**src/hdl/pipeline_pkg.sv**
```systemverilog
package pipeline_pkg;

    // exception CSR addresses.
    localparam logic [13:0] CSR_CRMD   = 14'h000;
    localparam logic [13:0] CSR_PRMD   = 14'h001;
    localparam logic [13:0] CSR_ECFG   = 14'h004;
    localparam logic [13:0] CSR_ESTAT  = 14'h005;
    localparam logic [13:0] CSR_ERA    = 14'h006;
    localparam logic [13:0] CSR_BADV   = 14'h007;
    localparam logic [13:0] CSR_EENTRY = 14'h00c;
    localparam logic [13:0] CSR_TCFG   = 14'h041;
    localparam logic [13:0] CSR_TVAL   = 14'h042;
    localparam logic [13:0] CSR_TICLR  = 14'h044;

    localparam int          EXC_SLOTS = 6;
    localparam logic [31:0] BUBBLE_PC = 32'h0000_0100; // inserted bubbles carry this pc.
    localparam int          INT_W     = 12;

    typedef enum logic [5:0] {
        EXC_INT  = 6'h00,
        EXC_ADEF = 6'h08,
        EXC_ALE  = 6'h09,
        EXC_SYS  = 6'h0b,
        EXC_BRK  = 6'h0c,
        EXC_INE  = 6'h0d,
        EXC_IPE  = 6'h0e,
        EXC_NOP  = 6'h3f
    } exc_code_e;

    // the execute stage decodes the rest, only idle stalls the pipe here.
    typedef enum logic [7:0] {
        ALU_NOP  = 8'h00,
        ALU_ADD  = 8'h01,
        ALU_SUB  = 8'h02,
        ALU_AND  = 8'h03,
        ALU_OR   = 8'h04,
        ALU_IDLE = 8'h70
    } alu_op_e;

    typedef struct packed {
        logic pause_id;
        logic pause_dispatch;
        logic pause_ex;
        logic pause_mem;
    } pause_req_t;

    typedef struct packed {
        logic [31:0]                     pc;
        logic [EXC_SLOTS-1:0]            is_exception;
        exc_code_e [EXC_SLOTS-1:0]       exception_cause;
        logic [31:0]                     exception_addr;
        logic                            is_ertn;
        alu_op_e                         aluop;
    } mem_trap_t;

    typedef struct packed {
        logic        csr_write_en;
        logic [13:0] csr_write_addr;
        logic [31:0] csr_write_data;
    } csr_wr_t;

    typedef struct packed {
        logic [31:0]      era_pc;
        logic [31:0]      eentry_va;
        logic [INT_W-1:0] ecfg_lie;
        logic [INT_W-1:0] estat_is;
        logic             crmd_ie;
    } csr_view_t;

    typedef struct packed {
        logic        is_exception;
        exc_code_e   exception_cause;
        logic [31:0] exception_pc;
        logic [31:0] exception_addr;
    } trap_entry_t;

    typedef struct packed {
        logic [6:0] pause; // bit 0 is pc, bit 6 is wb.
        logic       exception_flush;
    } ctrl_t;

    typedef struct packed {
        logic [31:0] exception_new_pc;
        logic        is_interrupt;
    } ctrl_pc_t;

    // load is high in the cycle that TCFG is written with en set.
    typedef struct packed {
        logic        load;
        logic        en;
        logic        periodic;
        logic [29:0] init_val;
    } timer_cfg_t;

    function automatic logic csr_wr_hit(input csr_wr_t wr, input logic [13:0] addr);
        return wr.csr_write_en && (wr.csr_write_addr == addr);
    endfunction

    // interrupt vectors skip the reserved bit 10 of ECFG and ESTAT.
    function automatic logic [INT_W-1:0] int_field(input logic [31:0] data);
        return {data[12:11], data[9:0]};
    endfunction

    function automatic logic [31:0] int_word(input logic [INT_W-1:0] vec);
        return {19'b0, vec[11:10], 1'b0, vec[9:0]};
    endfunction

endpackage

```
**src/hdl/csr_file.sv**
```systemverilog
`timescale 1ns/1ps

module csr_file
    import pipeline_pkg::*;
(
    input  logic             clk,
    input  logic             rst_n_i,

    input  logic [13:0]      csr_raddr_i,
    input  csr_wr_t          csr_wr_i,
    input  trap_entry_t      trap_i,
    input  logic             ertn_i,
    input  logic [INT_W-1:0] int_pending_i,

    output logic [31:0]      csr_rdata_o,
    output csr_view_t        csr_view_o,
    output timer_cfg_t       timer_cfg_o,
    output logic             timer_clr_o
);

    logic [1:0]       crmd_plv_q;
    logic             crmd_ie_q;
    logic [1:0]       prmd_pplv_q;
    logic             prmd_pie_q;
    logic [INT_W-1:0] ecfg_lie_q;
    logic [INT_W-1:0] estat_is_q;
    exc_code_e        estat_ecode_q;
    logic [31:0]      era_q;
    logic [31:0]      badv_q;
    logic [31:0]      eentry_q;
    logic             tcfg_en_q;
    logic             tcfg_periodic_q;
    logic [29:0]      tcfg_init_q;

    logic [31:0]      wdata;
    logic             wr_tcfg;

    assign wdata = csr_wr_i.csr_write_data;
    assign wr_tcfg = csr_wr_hit(csr_wr_i, CSR_TCFG);
    assign timer_clr_o = csr_wr_hit(csr_wr_i, CSR_TICLR) && wdata[0];

    always_ff @(posedge clk or negedge rst_n_i) begin
        if (!rst_n_i) begin
            crmd_plv_q      <= 2'b00;
            crmd_ie_q       <= 1'b0;
            prmd_pplv_q     <= 2'b00;
            prmd_pie_q      <= 1'b0;
            ecfg_lie_q      <= '0;
            estat_ecode_q   <= EXC_INT;
            era_q           <= '0;
            badv_q          <= '0;
            eentry_q        <= '0;
            tcfg_en_q       <= 1'b0;
            tcfg_periodic_q <= 1'b0;
            tcfg_init_q     <= '0;
        end
        else begin
            if (csr_wr_hit(csr_wr_i, CSR_CRMD)) begin
                crmd_plv_q <= wdata[1:0];
                crmd_ie_q  <= wdata[2];
            end
            if (csr_wr_hit(csr_wr_i, CSR_PRMD)) begin
                prmd_pplv_q <= wdata[1:0];
                prmd_pie_q  <= wdata[2];
            end
            if (csr_wr_hit(csr_wr_i, CSR_ECFG)) begin
                ecfg_lie_q <= int_field(wdata);
            end
            if (csr_wr_hit(csr_wr_i, CSR_ERA)) begin
                era_q <= wdata;
            end
            if (csr_wr_hit(csr_wr_i, CSR_BADV)) begin
                badv_q <= wdata;
            end
            if (csr_wr_hit(csr_wr_i, CSR_EENTRY)) begin
                eentry_q <= wdata;
            end
            if (wr_tcfg) begin
                tcfg_en_q       <= wdata[0];
                tcfg_periodic_q <= wdata[1];
                tcfg_init_q     <= wdata[31:2];
            end

            // trap state is written last so it overrides a software write.
            if (trap_i.is_exception) begin
                prmd_pplv_q   <= crmd_plv_q;
                prmd_pie_q    <= crmd_ie_q;
                crmd_plv_q    <= 2'b00;
                crmd_ie_q     <= 1'b0;
                era_q         <= trap_i.exception_pc;
                estat_ecode_q <= trap_i.exception_cause;
                if (trap_i.exception_cause == EXC_ADEF || trap_i.exception_cause == EXC_ALE) begin
                    badv_q <= trap_i.exception_addr;
                end
            end
            else if (ertn_i) begin
                crmd_plv_q <= prmd_pplv_q;
                crmd_ie_q  <= prmd_pie_q;
            end
        end
    end

    // hardware and timer bits follow the sources, the two low bits belong to software.
    always_ff @(posedge clk or negedge rst_n_i) begin
        if (!rst_n_i) begin
            estat_is_q <= '0;
        end
        else begin
            estat_is_q[11]   <= int_pending_i[11] && !timer_clr_o;
            estat_is_q[10:2] <= int_pending_i[10:2];
            if (csr_wr_hit(csr_wr_i, CSR_ESTAT)) begin
                estat_is_q[1:0] <= wdata[1:0];
            end
        end
    end

    always_comb begin
        case (csr_raddr_i)
            CSR_CRMD:   csr_rdata_o = {29'b0, crmd_ie_q, crmd_plv_q};
            CSR_PRMD:   csr_rdata_o = {29'b0, prmd_pie_q, prmd_pplv_q};
            CSR_ECFG:   csr_rdata_o = int_word(ecfg_lie_q);
            CSR_ESTAT:  csr_rdata_o = int_word(estat_is_q) | {10'b0, estat_ecode_q, 16'b0};
            CSR_ERA:    csr_rdata_o = era_q;
            CSR_BADV:   csr_rdata_o = badv_q;
            CSR_EENTRY: csr_rdata_o = eentry_q;
            CSR_TCFG:   csr_rdata_o = {tcfg_init_q, tcfg_periodic_q, tcfg_en_q};
            CSR_TVAL:   csr_rdata_o = {tcfg_init_q, 2'b00}; // the live count sits in int_source.
            default:    csr_rdata_o = 32'b0;
        endcase
    end

    assign csr_view_o = '{
        era_pc:    era_q,
        eentry_va: eentry_q,
        ecfg_lie:  ecfg_lie_q,
        estat_is:  estat_is_q,
        crmd_ie:   crmd_ie_q
    };

    // the timer sees a TCFG write in its own cycle so that it loads at the same edge.
    assign timer_cfg_o = '{
        load:     wr_tcfg && wdata[0],
        en:       wr_tcfg ? wdata[0] : tcfg_en_q,
        periodic: wr_tcfg ? wdata[1] : tcfg_periodic_q,
        init_val: wr_tcfg ? wdata[31:2] : tcfg_init_q
    };

endmodule

```
**src/hdl/int_source.sv**
```systemverilog
`timescale 1ns/1ps

module int_source
    import pipeline_pkg::*;
(
    input  logic             clk,
    input  logic             rst_n_i,

    input  logic [7:0]       hw_int_i,
    input  timer_cfg_t       timer_cfg_i,
    input  logic             timer_clr_i,

    output logic [INT_W-1:0] int_pending_o
);

    logic [7:0]  hw_meta_q;
    logic [7:0]  hw_sync_q;
    logic [29:0] cnt_q;
    logic        running_q;
    logic        timer_pend_q;
    logic        expire;

    // the hardware lines come from other clock domains.
    always_ff @(posedge clk or negedge rst_n_i) begin
        if (!rst_n_i) begin
            hw_meta_q <= '0;
            hw_sync_q <= '0;
        end
        else begin
            hw_meta_q <= hw_int_i;
            hw_sync_q <= hw_meta_q;
        end
    end

    assign expire = running_q && timer_cfg_i.en && (cnt_q == '0);

    always_ff @(posedge clk or negedge rst_n_i) begin
        if (!rst_n_i) begin
            cnt_q     <= '0;
            running_q <= 1'b0;
        end
        else if (timer_cfg_i.load) begin
            cnt_q     <= timer_cfg_i.init_val;
            running_q <= 1'b1;
        end
        else if (!timer_cfg_i.en) begin
            running_q <= 1'b0; // clearing en stops the count where it is.
        end
        else if (expire) begin
            if (timer_cfg_i.periodic) begin
                cnt_q <= timer_cfg_i.init_val;
            end
            else begin
                running_q <= 1'b0;
            end
        end
        else if (running_q) begin
            cnt_q <= cnt_q - 30'd1;
        end
    end

    // a new expiry beats a clear in the same cycle.
    always_ff @(posedge clk or negedge rst_n_i) begin
        if (!rst_n_i) begin
            timer_pend_q <= 1'b0;
        end
        else begin
            timer_pend_q <= expire || (timer_pend_q && !timer_clr_i);
        end
    end

    // expire is passed straight on so ESTAT catches it one edge after zero.
    assign int_pending_o = {timer_pend_q || expire, 1'b0, hw_sync_q, 2'b00};

endmodule

```
**src/hdl/trap_ctrl.sv**
```systemverilog
`timescale 1ns/1ps

module trap_ctrl
    import pipeline_pkg::*;
(
    input  pause_req_t  pause_req_i,
    input  mem_trap_t   mem_i,
    input  csr_wr_t     csr_wr_i,
    input  csr_view_t   csr_view_i,

    output ctrl_t       ctrl_o,
    output ctrl_pc_t    ctrl_pc_o,
    output trap_entry_t trap_o,
    output logic        ertn_o
);

    logic [31:0]      era_cur;
    logic [31:0]      eentry_cur;
    logic [INT_W-1:0] ecfg_lie_cur;
    logic [INT_W-1:0] estat_is_cur;
    logic             crmd_ie_cur;

    logic [INT_W-1:0] int_vec;
    logic             is_interrupt;
    logic             not_bubble;
    logic             has_trap;
    exc_code_e        cause;
    logic             pause_idle;
    logic [6:0]       pause;

    // a write-back CSR write in this cycle overrides the registered copy.
    assign era_cur = csr_wr_hit(csr_wr_i, CSR_ERA) ?
                     csr_wr_i.csr_write_data : csr_view_i.era_pc;
    assign eentry_cur = csr_wr_hit(csr_wr_i, CSR_EENTRY) ?
                        csr_wr_i.csr_write_data : csr_view_i.eentry_va;
    assign ecfg_lie_cur = csr_wr_hit(csr_wr_i, CSR_ECFG) ?
                          int_field(csr_wr_i.csr_write_data) : csr_view_i.ecfg_lie;
    assign estat_is_cur = csr_wr_hit(csr_wr_i, CSR_ESTAT) ?
                          int_field(csr_wr_i.csr_write_data) : csr_view_i.estat_is;
    assign crmd_ie_cur = csr_wr_hit(csr_wr_i, CSR_CRMD) ?
                         csr_wr_i.csr_write_data[2] : csr_view_i.crmd_ie;

    assign int_vec = crmd_ie_cur ? (ecfg_lie_cur & estat_is_cur) : '0;
    assign is_interrupt = |int_vec;

    assign not_bubble = (mem_i.pc != BUBBLE_PC);
    assign has_trap = not_bubble && (|mem_i.is_exception);

    // an ertn that also carries an exception is treated as the exception.
    assign ertn_o = not_bubble && mem_i.is_ertn && !has_trap;

    // the highest numbered slot is the oldest stage and wins.
    always_comb begin
        cause = EXC_NOP;
        for (int i = 0; i < EXC_SLOTS; i++) begin
            if (mem_i.is_exception[i]) begin
                cause = mem_i.exception_cause[i];
            end
        end
    end

    assign trap_o = '{
        is_exception:    has_trap,
        exception_cause: has_trap ? cause : EXC_NOP,
        exception_pc:    mem_i.pc,
        exception_addr:  mem_i.exception_addr
    };

    assign pause_idle = (mem_i.aluop == ALU_IDLE) && !is_interrupt; // idle waits for an interrupt.

    always_comb begin
        if (pause_req_i.pause_id) begin
            pause = 7'b0000111;
        end
        else if (pause_req_i.pause_dispatch) begin
            pause = 7'b0001111;
        end
        else if (pause_req_i.pause_ex) begin
            pause = 7'b0011111;
        end
        else if (pause_req_i.pause_mem || pause_idle) begin
            pause = 7'b0111111;
        end
        else begin
            pause = 7'b0000000;
        end
    end

    assign ctrl_o = '{
        pause:           pause,
        exception_flush: has_trap || ertn_o
    };

    assign ctrl_pc_o = '{
        exception_new_pc: ertn_o ? era_cur : eentry_cur,
        is_interrupt:     is_interrupt
    };

endmodule

```
**src/hdl/trap_ctrl_top.sv**
```systemverilog
`timescale 1ns/1ps

module trap_ctrl_top
    import pipeline_pkg::*;
(
    input  logic        clk,
    input  logic        rst_n_i,

    input  pause_req_t  pause_req_i,
    input  mem_trap_t   mem_i,
    input  csr_wr_t     csr_wr_i,
    input  logic [13:0] csr_raddr_i,
    input  logic [7:0]  hw_int_i,

    output ctrl_t       ctrl_o,
    output ctrl_pc_t    ctrl_pc_o,
    output logic [31:0] csr_rdata_o
);

    csr_view_t        csr_view;
    trap_entry_t      trap_entry;
    logic             ertn;
    timer_cfg_t       timer_cfg;
    logic             timer_clr;
    logic [INT_W-1:0] int_pending;

    // the write-back write reaches both blocks, csr_file stores it and trap_ctrl forwards it.
    trap_ctrl trap_ctrl_i (
        .pause_req_i (pause_req_i),
        .mem_i       (mem_i),
        .csr_wr_i    (csr_wr_i),
        .csr_view_i  (csr_view),
        .ctrl_o      (ctrl_o),
        .ctrl_pc_o   (ctrl_pc_o),
        .trap_o      (trap_entry),
        .ertn_o      (ertn)
    );

    csr_file csr_file_i (
        .clk           (clk),
        .rst_n_i       (rst_n_i),
        .csr_raddr_i   (csr_raddr_i),
        .csr_wr_i      (csr_wr_i),
        .trap_i        (trap_entry),
        .ertn_i        (ertn),
        .int_pending_i (int_pending),
        .csr_rdata_o   (csr_rdata_o),
        .csr_view_o    (csr_view),
        .timer_cfg_o   (timer_cfg),
        .timer_clr_o   (timer_clr)
    );

    int_source int_source_i (
        .clk           (clk),
        .rst_n_i       (rst_n_i),
        .hw_int_i      (hw_int_i),
        .timer_cfg_i   (timer_cfg),
        .timer_clr_i   (timer_clr),
        .int_pending_o (int_pending)
    );

endmodule

```
**config.mk**
```make
export PLATFORM = sky130hd
export DESIGN_NAME = trap_ctrl_top
export DESIGN_NICKNAME = d
export VERILOG_FILES = /design/src/hdl/pipeline_pkg.sv /design/src/hdl/csr_file.sv /design/src/hdl/int_source.sv /design/src/hdl/trap_ctrl.sv /design/src/hdl/trap_ctrl_top.sv
export SDC_FILE = /design/constraint.sdc
export NUM_CORES = 1
export LEC_CHECK = 0
export BUFFER_PORTS_ARGS = -buffer_cell sky130_fd_sc_hd__buf_2
export CAP_MARGIN = 20
export CORE_AREA = 2 2 146 148
export DETAILED_ROUTE_END_ITERATION = 8
export DIE_AREA = 0 0 148 150
export GPL_TIMING_DRIVEN = 0
export PLACE_DENSITY = 0.81
export SLEW_MARGIN = 20
export SYNTH_ARGS = -nofsm -noshare
export SYNTH_HDL_FRONTEND = slang
export SYNTH_SLANG_ARGS = --single-unit
```
**constraint.sdc**
```tcl
create_clock -name clk -period 3.5 [get_ports clk]
set_clock_uncertainty 0.1 [all_clocks]
set_input_delay 0.175 -clock clk [delete_from_list [all_inputs] [get_ports clk]]
set_output_delay 0.175 -clock clk [all_outputs]
set_load 0.01 [all_outputs]
```
==> results of run 1 <==
metrics by stage:
stage	setup TNS (ns)	util [%]	area [sq um]	std cells
final	-0.0130	73.0	15100	1821
after global routing	0	73.0	15100	1820
after CTS	0	72.9	15100	1819
after detailed placement	-0.0493	62.3	12900	1640
after global placement	-300.19	62.0	12800	1638
after floorplan	0	-	11200	1109
placed cells by master, fill, tap and decap left out, types with 3 or more instances in the layout:
| cell | count |
|---|---|
| buf_2 | 264 |
| dfrtp_1 | 211 |
| mux2_2 | 147 |
| dlygate4sd3_1 | 138 |
| a21oi_1 | 113 |
| nand2_1 | 98 |
| nor2_1 | 84 |
| clkbuf_1 | 51 |
| o21ai_0 | 48 |
| a22oi_1 | 42 |
| nand3_1 | 40 |
| mux2i_1 | 40 |
| a222oi_1 | 26 |
| clkbuf_16 | 23 |
| nor4_1 | 19 |
| nand4_1 | 19 |
| inv_1 | 14 |
| o21a_1 | 14 |
| nor3_1 | 12 |
| nand2b_1 | 11 |
| clkbuf_8 | 9 |
| o22ai_1 | 8 |
| nor4b_1 | 6 |
| and3_1 | 6 |
| o21ai_1 | 6 |
| buf_1 | 6 |
| a21o_1 | 6 |
| buf_6 | 5 |
| nor2b_1 | 4 |
| a22o_1 | 4 |
| clkbuf_2 | 4 |
| a21boi_0 | 4 |
| or4_1 | 4 |
| buf_4 | 4 |
| or3_1 | 3 |
| clkinvlp_4 | 3 |
routing by layer:
| layer | global-route usage, % | up-vias | share of wire (%) |
|---|---|---|---|
| met3 | 7.71 | 259 | 11 |
| met5 | 0 | - | 0.025 |
| met2 | 65.0 | 972 | 47 |
| met1 | 45.6 | 5596 | 35 |
| met4 | 22.4 | 2 | 6.8 |
| li1 | - | 4958 | - |
power breakdown:
group          total [uW]  switching [uW]  internal [uW]  leakage [uW]
combinational         889             373            516       0.00440
sequential           2760             126           2640       0.00271
clock                2570            1030           1540      0.000387
final cells by class:
type	instances	area, sq um	area share, %
Sequential cell	211	5280	34.9
Timing Repair Buffer	394	2720	18.0
Clock inverter	7	92.6	0.613
Inverter	14	52.6	0.348
Clock buffer	34	707	4.68
Tap cell	275	344	2.28
Antenna cell	2	5.00	0.0331
Buffer	79	368	2.43
Multi-Input combinational cell	805	5540	36.7
sequential cells by signal (all words and copies together) (netlist names), 2 cells and up:
signal	flops
int_source_i.cnt_q	30
csr_file_i.ecfg_lie_q	12
csr_file_i.crmd_plv_q	2
csr_file_i.badv_q	32
csr_file_i.prmd_pplv_q	2
csr_file_i.estat_is_q	11
csr_file_i.estat_ecode_q	6
csr_file_i.tcfg_init_q	30
csr_file_i.eentry_q	32
csr_file_i.era_q	32
int_source_i.hw_meta_q	8
int_source_i.hw_sync_q	8
synthesized netlist by cell type, drive strengths merged, types with 3 or more instances:
cell and n:
a22oi 42, clkbuf 51, nor3 12, nor4 23, nor2 84, buf 28
o21ai 54, nand4 20, nand2b 11, o21a 14, mux2 147, or3 3
and3 6, nand3 40, a21boi 5, a22o 4, mux2i 40, a21oi 115
nand2 98, o22ai 8, or4 4, inv 14, dfrtp 211, nor4b 7
nor2b 4, a222oi 26, a21o 6
worst reg2reg max path: cells and delay by family (launching register included):
family	cells	cell delay [ns]
AND/OR/NAND/NOR	4	1.58
AO/OA/AOI/OAI	3	0.45
buffers and inverters	3	0.59
flip-flops	1	0.42
logic make-up after synthesis:
kind of cell | Yosys count
simple gates | 322
compound gates | 293
flops | 211
mux | 187
buf+inv | 93
fa+ha+maj | 1
other cells | 1
xor+xnor | 1
repair_timing:
action | in CTS | in global routing
resized for setup | 1 | 9
endpoints found under the hold margin | 218 | 0
setup buffers | 0 | 0
setup endpoints to repair | 2 | 32
hold buffers | 138 | 0
worst min path at each step:
stage	start	endpoint	depth (start not counted)
final	mem_i[75]	csr_file_i.estat_ecode_q[4]$_DFFE_PN0N_	4
after global routing	mem_i[75]	csr_file_i.estat_ecode_q[4]$_DFFE_PN0N_	4
after CTS	mem_i[65]	csr_file_i.estat_ecode_q[0]$_DFFE_PN0N_	5
after detailed placement	rst_n_i	csr_file_i.badv_q[6]$_DFF_PN0_	1
after global placement	hw_int_i[7]	int_source_i.hw_meta_q[7]$_DFF_PN0_	1
after floorplan	rst_n_i	csr_file_i.badv_q[0]$_DFF_PN0_	0
==> flow_summary.ini, run 1 <==
[status]
violations = negative setup slack
status = finished with violations

[drt]
drt-initial-drc-count = 1430
vias = 11800
ant_nets = 0
wl_per_cell_microns = 23.8
drc = 0
wl_mm = 43.4
viasPerCell = 6.47
dr.pass1.iters = 6

[setup_path]
critPathTopFamily = buffers and inverters
worstSetupPathType = primary input to register
cp.required_ns = 3.85
r2r_slack_ns = 0.28
endpoint = csr_file_i.era_q[27]$_DFF_PN0_
crit_fanout = 10
slowest_stage = dlygate4sd3_1
end_kind = register
arrival_ns = 3.86
rr_worst_depth = 10
worstSetupStartpoint = mem_i[90]
cp_num_buf_inv = 5
r2r_end = int_source_i.cnt_q[17]$_DFFE_PN0P_
cpPeakStageDelay_ns = 0.60
worstSetupPathDepth = 11
crit_path_start_kind = primary input
timing.rr.start = int_source_i.cnt_q[4]$_DFFE_PN0P_
crit_chain = dlygate4sd3_1 > buf_2 > nor4_1 > nand4_1 > or2_2 > nand2_1 > clkbuf_1 > clkbuf_1 > nor2_1 > a21oi_1 > dlygate4sd3_1

[clock_tree]
numCtsBuffers = 23
htree_levels = 1
cts_root_buf = clkbuf_16
clkLatencyLatePin_ns = 0.52
worst_setup_hold_path_clk_slew_ns = 0.07
clockBufferDepth = 3
clkSinkCount = 211
cts_tree = built

[synth]
synth_compound_area_share_pct = 16.6
synthesis.instances = 1109
synth.distinct_cells = 60
syn-cell-area_sq_um = 11200
synth.area.top_cells = dfrtp_1 47%, mux2_2 15%, a21oi_1 5.1%, mux2i_1 3.6%, nand2_1 3.3%
synth_edf_count = 0
synth_top_family_by_area = multiplexers
synth_xor_area_share_pct = 0.0782
synth_flop_cell = dfrtp_1
yosys_warnings = 0
avgSynthCellArea_sq_um = 10.1
yosys.area.top_type = dfrtp_1
synth-simple-area-share_pct = 14.0
async_flop_share_pct = 100
seq_area_frac_synth_pct = 47.1
yosysTopAreaCellShare_pct = 47.1
muxShareOfSynthArea_pct = 18.3
syn_nets = 1300
synth_seq_cells = 211
synth-adder-area-share_pct = 0.112

[sta]
min_period_over_period_pct = 100
period_needed_ns = 3.51
worst_pin_slew_ns = 0.998
max_freq_ghz = 0.285
hold_viol_final = 0
fin_hold_ws_ns = 0.0300
setup_viol = 1
setup_ws_ns = -0.0130
max_slew_margin_pct = 33.5
maxSlewViolCount = 0
rsz0062_at_grt = no

[min_path]
holdCritPathClass = primary input to register

[pwr]
power_uw = 6220
ir_drop_uv = 326
leakage_uw = 0.00750
p_per_area_nw_per_um2 = 412

[global_route]
grt_pass1_wl_mm = 65.9
grt_max_degree = 73
grt_pass1_vias = 12000
antenna_found_initial = 2
grt_usage_pct = 38.4
grt_overflow = 0

[cells_and_area]
drive_gt1_share_pct = 31.2
fin_nets = 1719
syn_to_final_growth_pct = 34.8
nFillCells = 1420

[floorplan]
die_h_microns = 150
ioPinCount = 263
die_area_sq_um = 22200
die_x_microns = 148
rows = 53
core-area_sq_um = 20700
start_util_pct = 54.2

[place]
routabilityCongestion = 0.937
hpwlAfterDp_mm = 28.4
dpl_worst_slack_ns = -0.0250
io_buffers = 254

[run]
maxCapViolations = 0
No activity file was read; power rests on OpenSTA's default activity.
==> run 2: changes to the inputs <==
--- a/config.mk
+++ b/config.mk
@@ -12,6 +12,7 @@
 export DIE_AREA = 0 0 148 150
 export GPL_TIMING_DRIVEN = 0
 export PLACE_DENSITY = 0.81
+export RECOVER_POWER = 100
 export SLEW_MARGIN = 20
 export SYNTH_ARGS = -nofsm -noshare
 export SYNTH_HDL_FRONTEND = slang
==> flow_summary.ini, run 2 (synthesis gave the netlist of run 1 again) <==
[status]
status = finished with violations
violations = max-capacitance violations, max-slew violations, negative setup slack

[sta]
max_slew_margin_pct = -17.9
maxSlewViolCount = 73
setup_ws_ns = -0.0172
setup_viol = 2
max_freq_ghz = 0.284
rsz0062_at_grt = no
hold_viol_final = 0
setup_tns_ns = -0.0270
period_needed_ns = 3.52
worst_pin_slew_ns = 1.77
min_period_over_period_pct = 100

[run]
maxCapViolations = 1

[clock_tree]
clkLatencyLatePin_ns = 0.52
cts_tree = built
clkSinkCount = 211
numCtsBuffers = 23
clockBufferDepth = 3
worst_setup_hold_path_clk_slew_ns = 0.07
cts_setup_buffers = 0
htree_levels = 1
cts_root_buf = clkbuf_16

[setup_path]
crit_fanout = 10
slowest_stage = dlygate4sd3_1
cp_num_buf_inv = 5
crit_path_start_kind = primary input
path_common_cell = dlygate4sd3_1
end_kind = register
cp.required_ns = 3.79
arrival_ns = 3.80
cpPeakStageDelay_ns = 0.63
crit_chain = dlygate4sd3_1 > buf_2 > a22o_1 > dlygate4sd3_1 > a21oi_1 > nand4_1 > nor4_4 > buf_2 > mux2_1 > dlygate4sd3_1
critPathTopFamily = buffers and inverters
worstSetupPathType = primary input to register

[cells_and_area]
fin_nets = 1719
top_regs = csr_file_i.badv_q x32, csr_file_i.eentry_q x32, csr_file_i.era_q x32
drive_gt1_share_pct = 23.0
final_cell_mix = 211 x dfrtp_1, 186 x buf_2, 138 x dlygate4sd3_1
final_core_util_pct = 72.4
syn_to_final_growth_pct = 33.7
final_cell_area_sq_um = 15000
nFillCells = 1480
final_common_cell = dfrtp_1

[drt]
ant_nets = 0
dr.pass1.iters = 9
drt-initial-drc-count = 1409
wl_per_cell_microns = 23.8
wl_mm = 43.3
drc = 0
viasPerCell = 6.46
vias = 11800

[place]
routabilityCongestion = 0.937
dpl_worst_slack_ns = -0.0250
placed_area_sq_um = 12900
io_buffers = 254
hpwlAfterDp_mm = 28.4

[global_route]
grt_max_degree = 73
grt_overflow = 0
grt_pass1_vias = 12000
grt_pass1_wl_mm = 65.9
grt_usage_pct = 38.4
antenna_found_initial = 2

[pwr]
p_switching_uw = 1530
clkPwrFrac_pct = 41.4
leakage_uw = 0.00724
p_int_uw = 4690
p_per_area_nw_per_um2 = 415
power_uw = 6220
pwr-share-comb_pct = 14.1
ir_drop_uv = 323
power.share.sequential_pct = 44.4
p_sw_share_pct = 24.7

[floorplan]
core-area_sq_um = 20700
ioPinCount = 263
die_h_microns = 150
die_x_microns = 148
die_area_sq_um = 22200
start_util_pct = 54.2
rows = 53

[min_path]
holdCritPathClass = primary input to register
-- run 2: power groups by stage --
stage          registers, uW  logic (uW)  clock network, uW
6_report                2760         880               2580
3_5_place_dp            2790         644                  0
3_3_place_gp            2780         611                  0
2_1_floorplan           2750         379                  0
4_1_cts                 2750         830               2560
5_1_grt                 2780         933               2680
-- run 2: repair_timing --
item                                    CTS  global route
endpoints found under the setup margin    2            32
hold buffers                            138             0
gates resized for setup                   1             9
endpoints found under the hold margin   218             0
-- run 2: routing by layer --
layer / up-vias / global-route usage (%) / share of wire (%)
li1: 4966 / - / -
met1: 5606 / 45.6 / 36
met2: 944 / 65.0 / 47
met3: 258 / 7.71 / 11
met4: 0 / 22.4 / 6.6
met5: - / 0 / 0
-- run 2: layout make-up --
cell class	instances	area, sq um	share of cell area (%)
multi-input combinational	805	5540	37.0
buffer	79	359	2.40
clock buffer	34	707	4.72
tap	275	344	2.30
timing repair buffer	394	2600	17.3
antenna	3	7.51	0.0501
clock inverter	7	92.6	0.618
inverter	14	52.6	0.351
sequential	211	5280	35.2
-- run 2: worst register-to-register path, stage by stage, from the launching register on --
cell	delay, ns
dfrtp_1	0.42
or4_1	0.53
buf_2	0.18
nor4_4	0.37
nand4_2	0.26
and4bb_4	0.42
a21oi_2	0.11
buf_6	0.18
clkbuf_1	0.23
o21ai_0	0.24
a21oi_1	0.10
-- run 2: final timing paths --
kind | from | end | slack [ns] | cells past startpoint
max in group asynchronous | rst_n_i | csr_file_i.crmd_ie_q$_DFF_PN0_ | 0.53 | 4
min in group asynchronous | rst_n_i | csr_file_i.badv_q[6]$_DFF_PN0_ | 0.57 | 2
worst min-delay path | mem_i[75] | csr_file_i.estat_ecode_q[4]$_DFFE_PN0N_ | 0.03 | 4
worst max-delay path | mem_i[66] | csr_file_i.badv_q[29]$_DFF_PN0_ | -0.02 | 10
worst min register to register | int_source_i.hw_meta_q[4]$_DFF_PN0_ | int_source_i.hw_sync_q[4]$_DFF_PN0_ | 0.24 | 0
worst max register to register | int_source_i.cnt_q[4]$_DFFE_PN0P_ | int_source_i.cnt_q[17]$_DFFE_PN0P_ | 0.27 | 10
-- run 2: stage by stage --
| step | instances | hold WS, ns |
|---|---|---|
| 4_1_cts | 1819 | 0.00306 |
| 3_3_place_gp | 1638 | 0.184 |
| 6_report | 1822 | 0.0300 |
| 2_1_floorplan | 1109 | -0.221 |
| 3_5_place_dp | 1640 | 0.0706 |
| 5_1_grt | 1820 | 0.0135 |
==> run 3: changes to the inputs <==
--- a/config.mk
+++ b/config.mk
@@ -7,11 +7,12 @@
 export LEC_CHECK = 0
 export BUFFER_PORTS_ARGS = -buffer_cell sky130_fd_sc_hd__buf_2
 export CAP_MARGIN = 20
-export CORE_AREA = 2 2 146 148
+export CORE_AREA = 2 2 145 147
+export CTS_BUF_LIST = sky130_fd_sc_hd__clkbuf_8
 export DETAILED_ROUTE_END_ITERATION = 8
-export DIE_AREA = 0 0 148 150
+export DIE_AREA = 0 0 147 149
 export GPL_TIMING_DRIVEN = 0
-export PLACE_DENSITY = 0.81
+export PLACE_DENSITY = 0.84
 export RECOVER_POWER = 100
 export SLEW_MARGIN = 20
 export SYNTH_ARGS = -nofsm -noshare
==> flow_summary.ini, run 3 (synthesis gave the netlist of run 1 again) <==
[status]
status = finished with violations
violations = max-capacitance violations, max-slew violations, negative setup slack

[global_route]
grt_overflow = 0
grt_max_degree = 97
antenna_found_initial = 0
grt_usage_pct = 39.3
grt_pass1_wl_mm = 66.4
grt_pass1_vias = 12400

[place]
placed_area_sq_um = 12900
routabilityCongestion = 0.958
hpwlAfterDp_mm = 28.2
io_buffers = 254
dp_cells = 1640

[setup_path]
crit_fanout = 10
cp_num_buf_inv = 5
r2r_end = int_source_i.cnt_q[13]$_DFFE_PN0P_
arrival_ns = 3.87
r2r_slack_ns = 0.27
rr_worst_depth = 10
timing.rr.start = int_source_i.cnt_q[4]$_DFFE_PN0P_
cpPeakStageDelay_ns = 0.57
cp.required_ns = 3.82
crit_path_start_kind = primary input
critPathTopFamily = buffers and inverters
crit_chain = dlygate4sd3_1 > buf_2 > a22o_1 > dlygate4sd3_1 > a21oi_1 > nand4_1 > nor4_4 > buf_2 > mux2_2 > dlygate4sd3_1
end_kind = register
worstSetupPathType = primary input to register
path_common_cell = dlygate4sd3_1
slowest_stage = dlygate4sd3_1

[sta]
setup_viol = 12
setup_ws_ns = -0.0551
period_needed_ns = 3.56
fin_hold_ws_ns = 0.0490
min_period_over_period_pct = 102
rsz0062_at_grt = yes
hold_viol_final = 0
max_slew_margin_pct = -51.7
worst_pin_slew_ns = 2.28
maxSlewViolCount = 40
max_freq_ghz = 0.281

[drt]
wl_per_cell_microns = 23.8
dr.pass1.iters = 9
drt-initial-drc-count = 1859
vias = 12200
viasPerCell = 6.57
drc = 0
wl_mm = 44.3
ant_nets = 0

[pwr]
ir_drop_uv = 332
p_per_area_nw_per_um2 = 397
leakage_uw = 0.00767
power_uw = 6050

[cells_and_area]
final_core_util_pct = 74.1
fin_nets = 1753
final_cell_mix = 263 x buf_2, 211 x dfrtp_1, 156 x dlygate4sd3_1
nFillCells = 1323
diodes = 0
drive_gt1_share_pct = 29.0
final_common_cell = buf_2
top_regs = csr_file_i.badv_q x32, csr_file_i.eentry_q x32, csr_file_i.era_q x32
syn_to_final_growth_pct = 35.9
stdcell_count = 1863
final_cell_area_sq_um = 15200

[clock_tree]
htree_levels = 2
worst_setup_hold_path_clk_slew_ns = 0.07
cts_root_buf = clkbuf_8
clkLatencyLatePin_ns = 0.54
cts_tree = built
clockBufferDepth = 3
clkSinkCount = 211
numCtsBuffers = 38

[min_path]
min_from = csr_wr_i[33]
holdCritPathClass = primary input to register
whs_path_depth = 5
hold-path-endpoint = csr_file_i.tcfg_en_q$_DFF_PN0_

[run]
maxCapViolations = 1

[floorplan]
start_util_pct = 54.5
ioPinCount = 263
die_area_sq_um = 21900
die_x_microns = 147
rows = 53
core-area_sq_um = 20600
die_h_microns = 149
-- run 3: changes by cell type in the layout (fill, tap and decap cells not counted), moves of 5 or more --
cell and change:
clkinv_2 +7, clkbuf_1 -76, mux2_1 -6, clkbuf_2 -5
clkbuf_8 +38, inv_1 +7, dlygate4sd3_1 +18, mux2_2 +6
clkbuf_16 -23, buf_2 +77
-- run 3: report_power, final --
| group | total (uW) | switching (uW) | internal (uW) |
|---|---|---|---|
| registers | 2770 | 130 | 2640 |
| clock network | 2320 | 1100 | 1220 |
| logic | 961 | 387 | 574 |
-- run 3: repair_timing --
| item | 4_1_cts | 5_1_grt |
|---|---|---|
| pin swaps | 0 | 1 |
| setup endpoints to repair | 3 | 69 |
| endpoints found under the hold margin | 287 | 0 |
| hold buffers | 156 | 0 |
| cloned | 0 | 0 |
| resized for setup | 2 | 23 |
| setup buffers | 0 | 1 |
-- run 3: cell type report --
cell class              count  area (sq um)  share of cell area, %
plain buffers              79           374                   2.46
clock buffers              47           647                   4.25
clock inverters            19          97.6                  0.641
inverters                  14          52.6                  0.345
multi-input cells         805          5560                   36.5
flip-flops and latches    211          5280                   34.7
well taps                 275           344                   2.26
repair buffers            413          2880                   18.9
-- run 3: routing by layer --
layer,global-route usage [%],vias to the layer above,share of wire [%]
li1,-,5033,-
met1,45.8,5766,34
met2,65.9,1116,47
met3,9.54,320,12
met4,24.3,0,7.6
met5,0,-,0
-- run 3: worst max path at each step --
stage	startpoint	slack, ns	depth (start not counted)	end
after floorplan	int_source_i.cnt_q[4]$_DFFE_PN0P_	0.72	11	int_source_i.cnt_q[8]$_DFFE_PN0P_
after global placement	rst_n_i	-1.42	1	csr_file_i.tcfg_init_q[26]$_DFF_PN0_
after detailed placement	csr_wr_i[37]	-0.13	11	ctrl_o[2]
after CTS	mem_i[89]	0.01	12	ctrl_pc_o[15]
after global routing	mem_i[100]	-0.14	13	ctrl_pc_o[14]
final	mem_i[66]	-0.06	10	csr_file_i.badv_q[28]$_DFF_PN0_
-- run 3: stage by stage --
step,setup TNS [ns],worst slack (ns)
3_5_place_dp,-1.14,-0.131
6_report,-0.271,-0.0551
3_3_place_gp,-295.14,-1.42
5_1_grt,-1.51,-0.142
2_1_floorplan,0,0.721
4_1_cts,0,0.0139
-- run 3: worst reg2reg max path, delay by kind of cell, from the launching register on --
kind	cells	cell delay, ns
compound gates	3	0.45
flops	1	0.42
simple gates	4	1.56
buf+inv	3	0.58
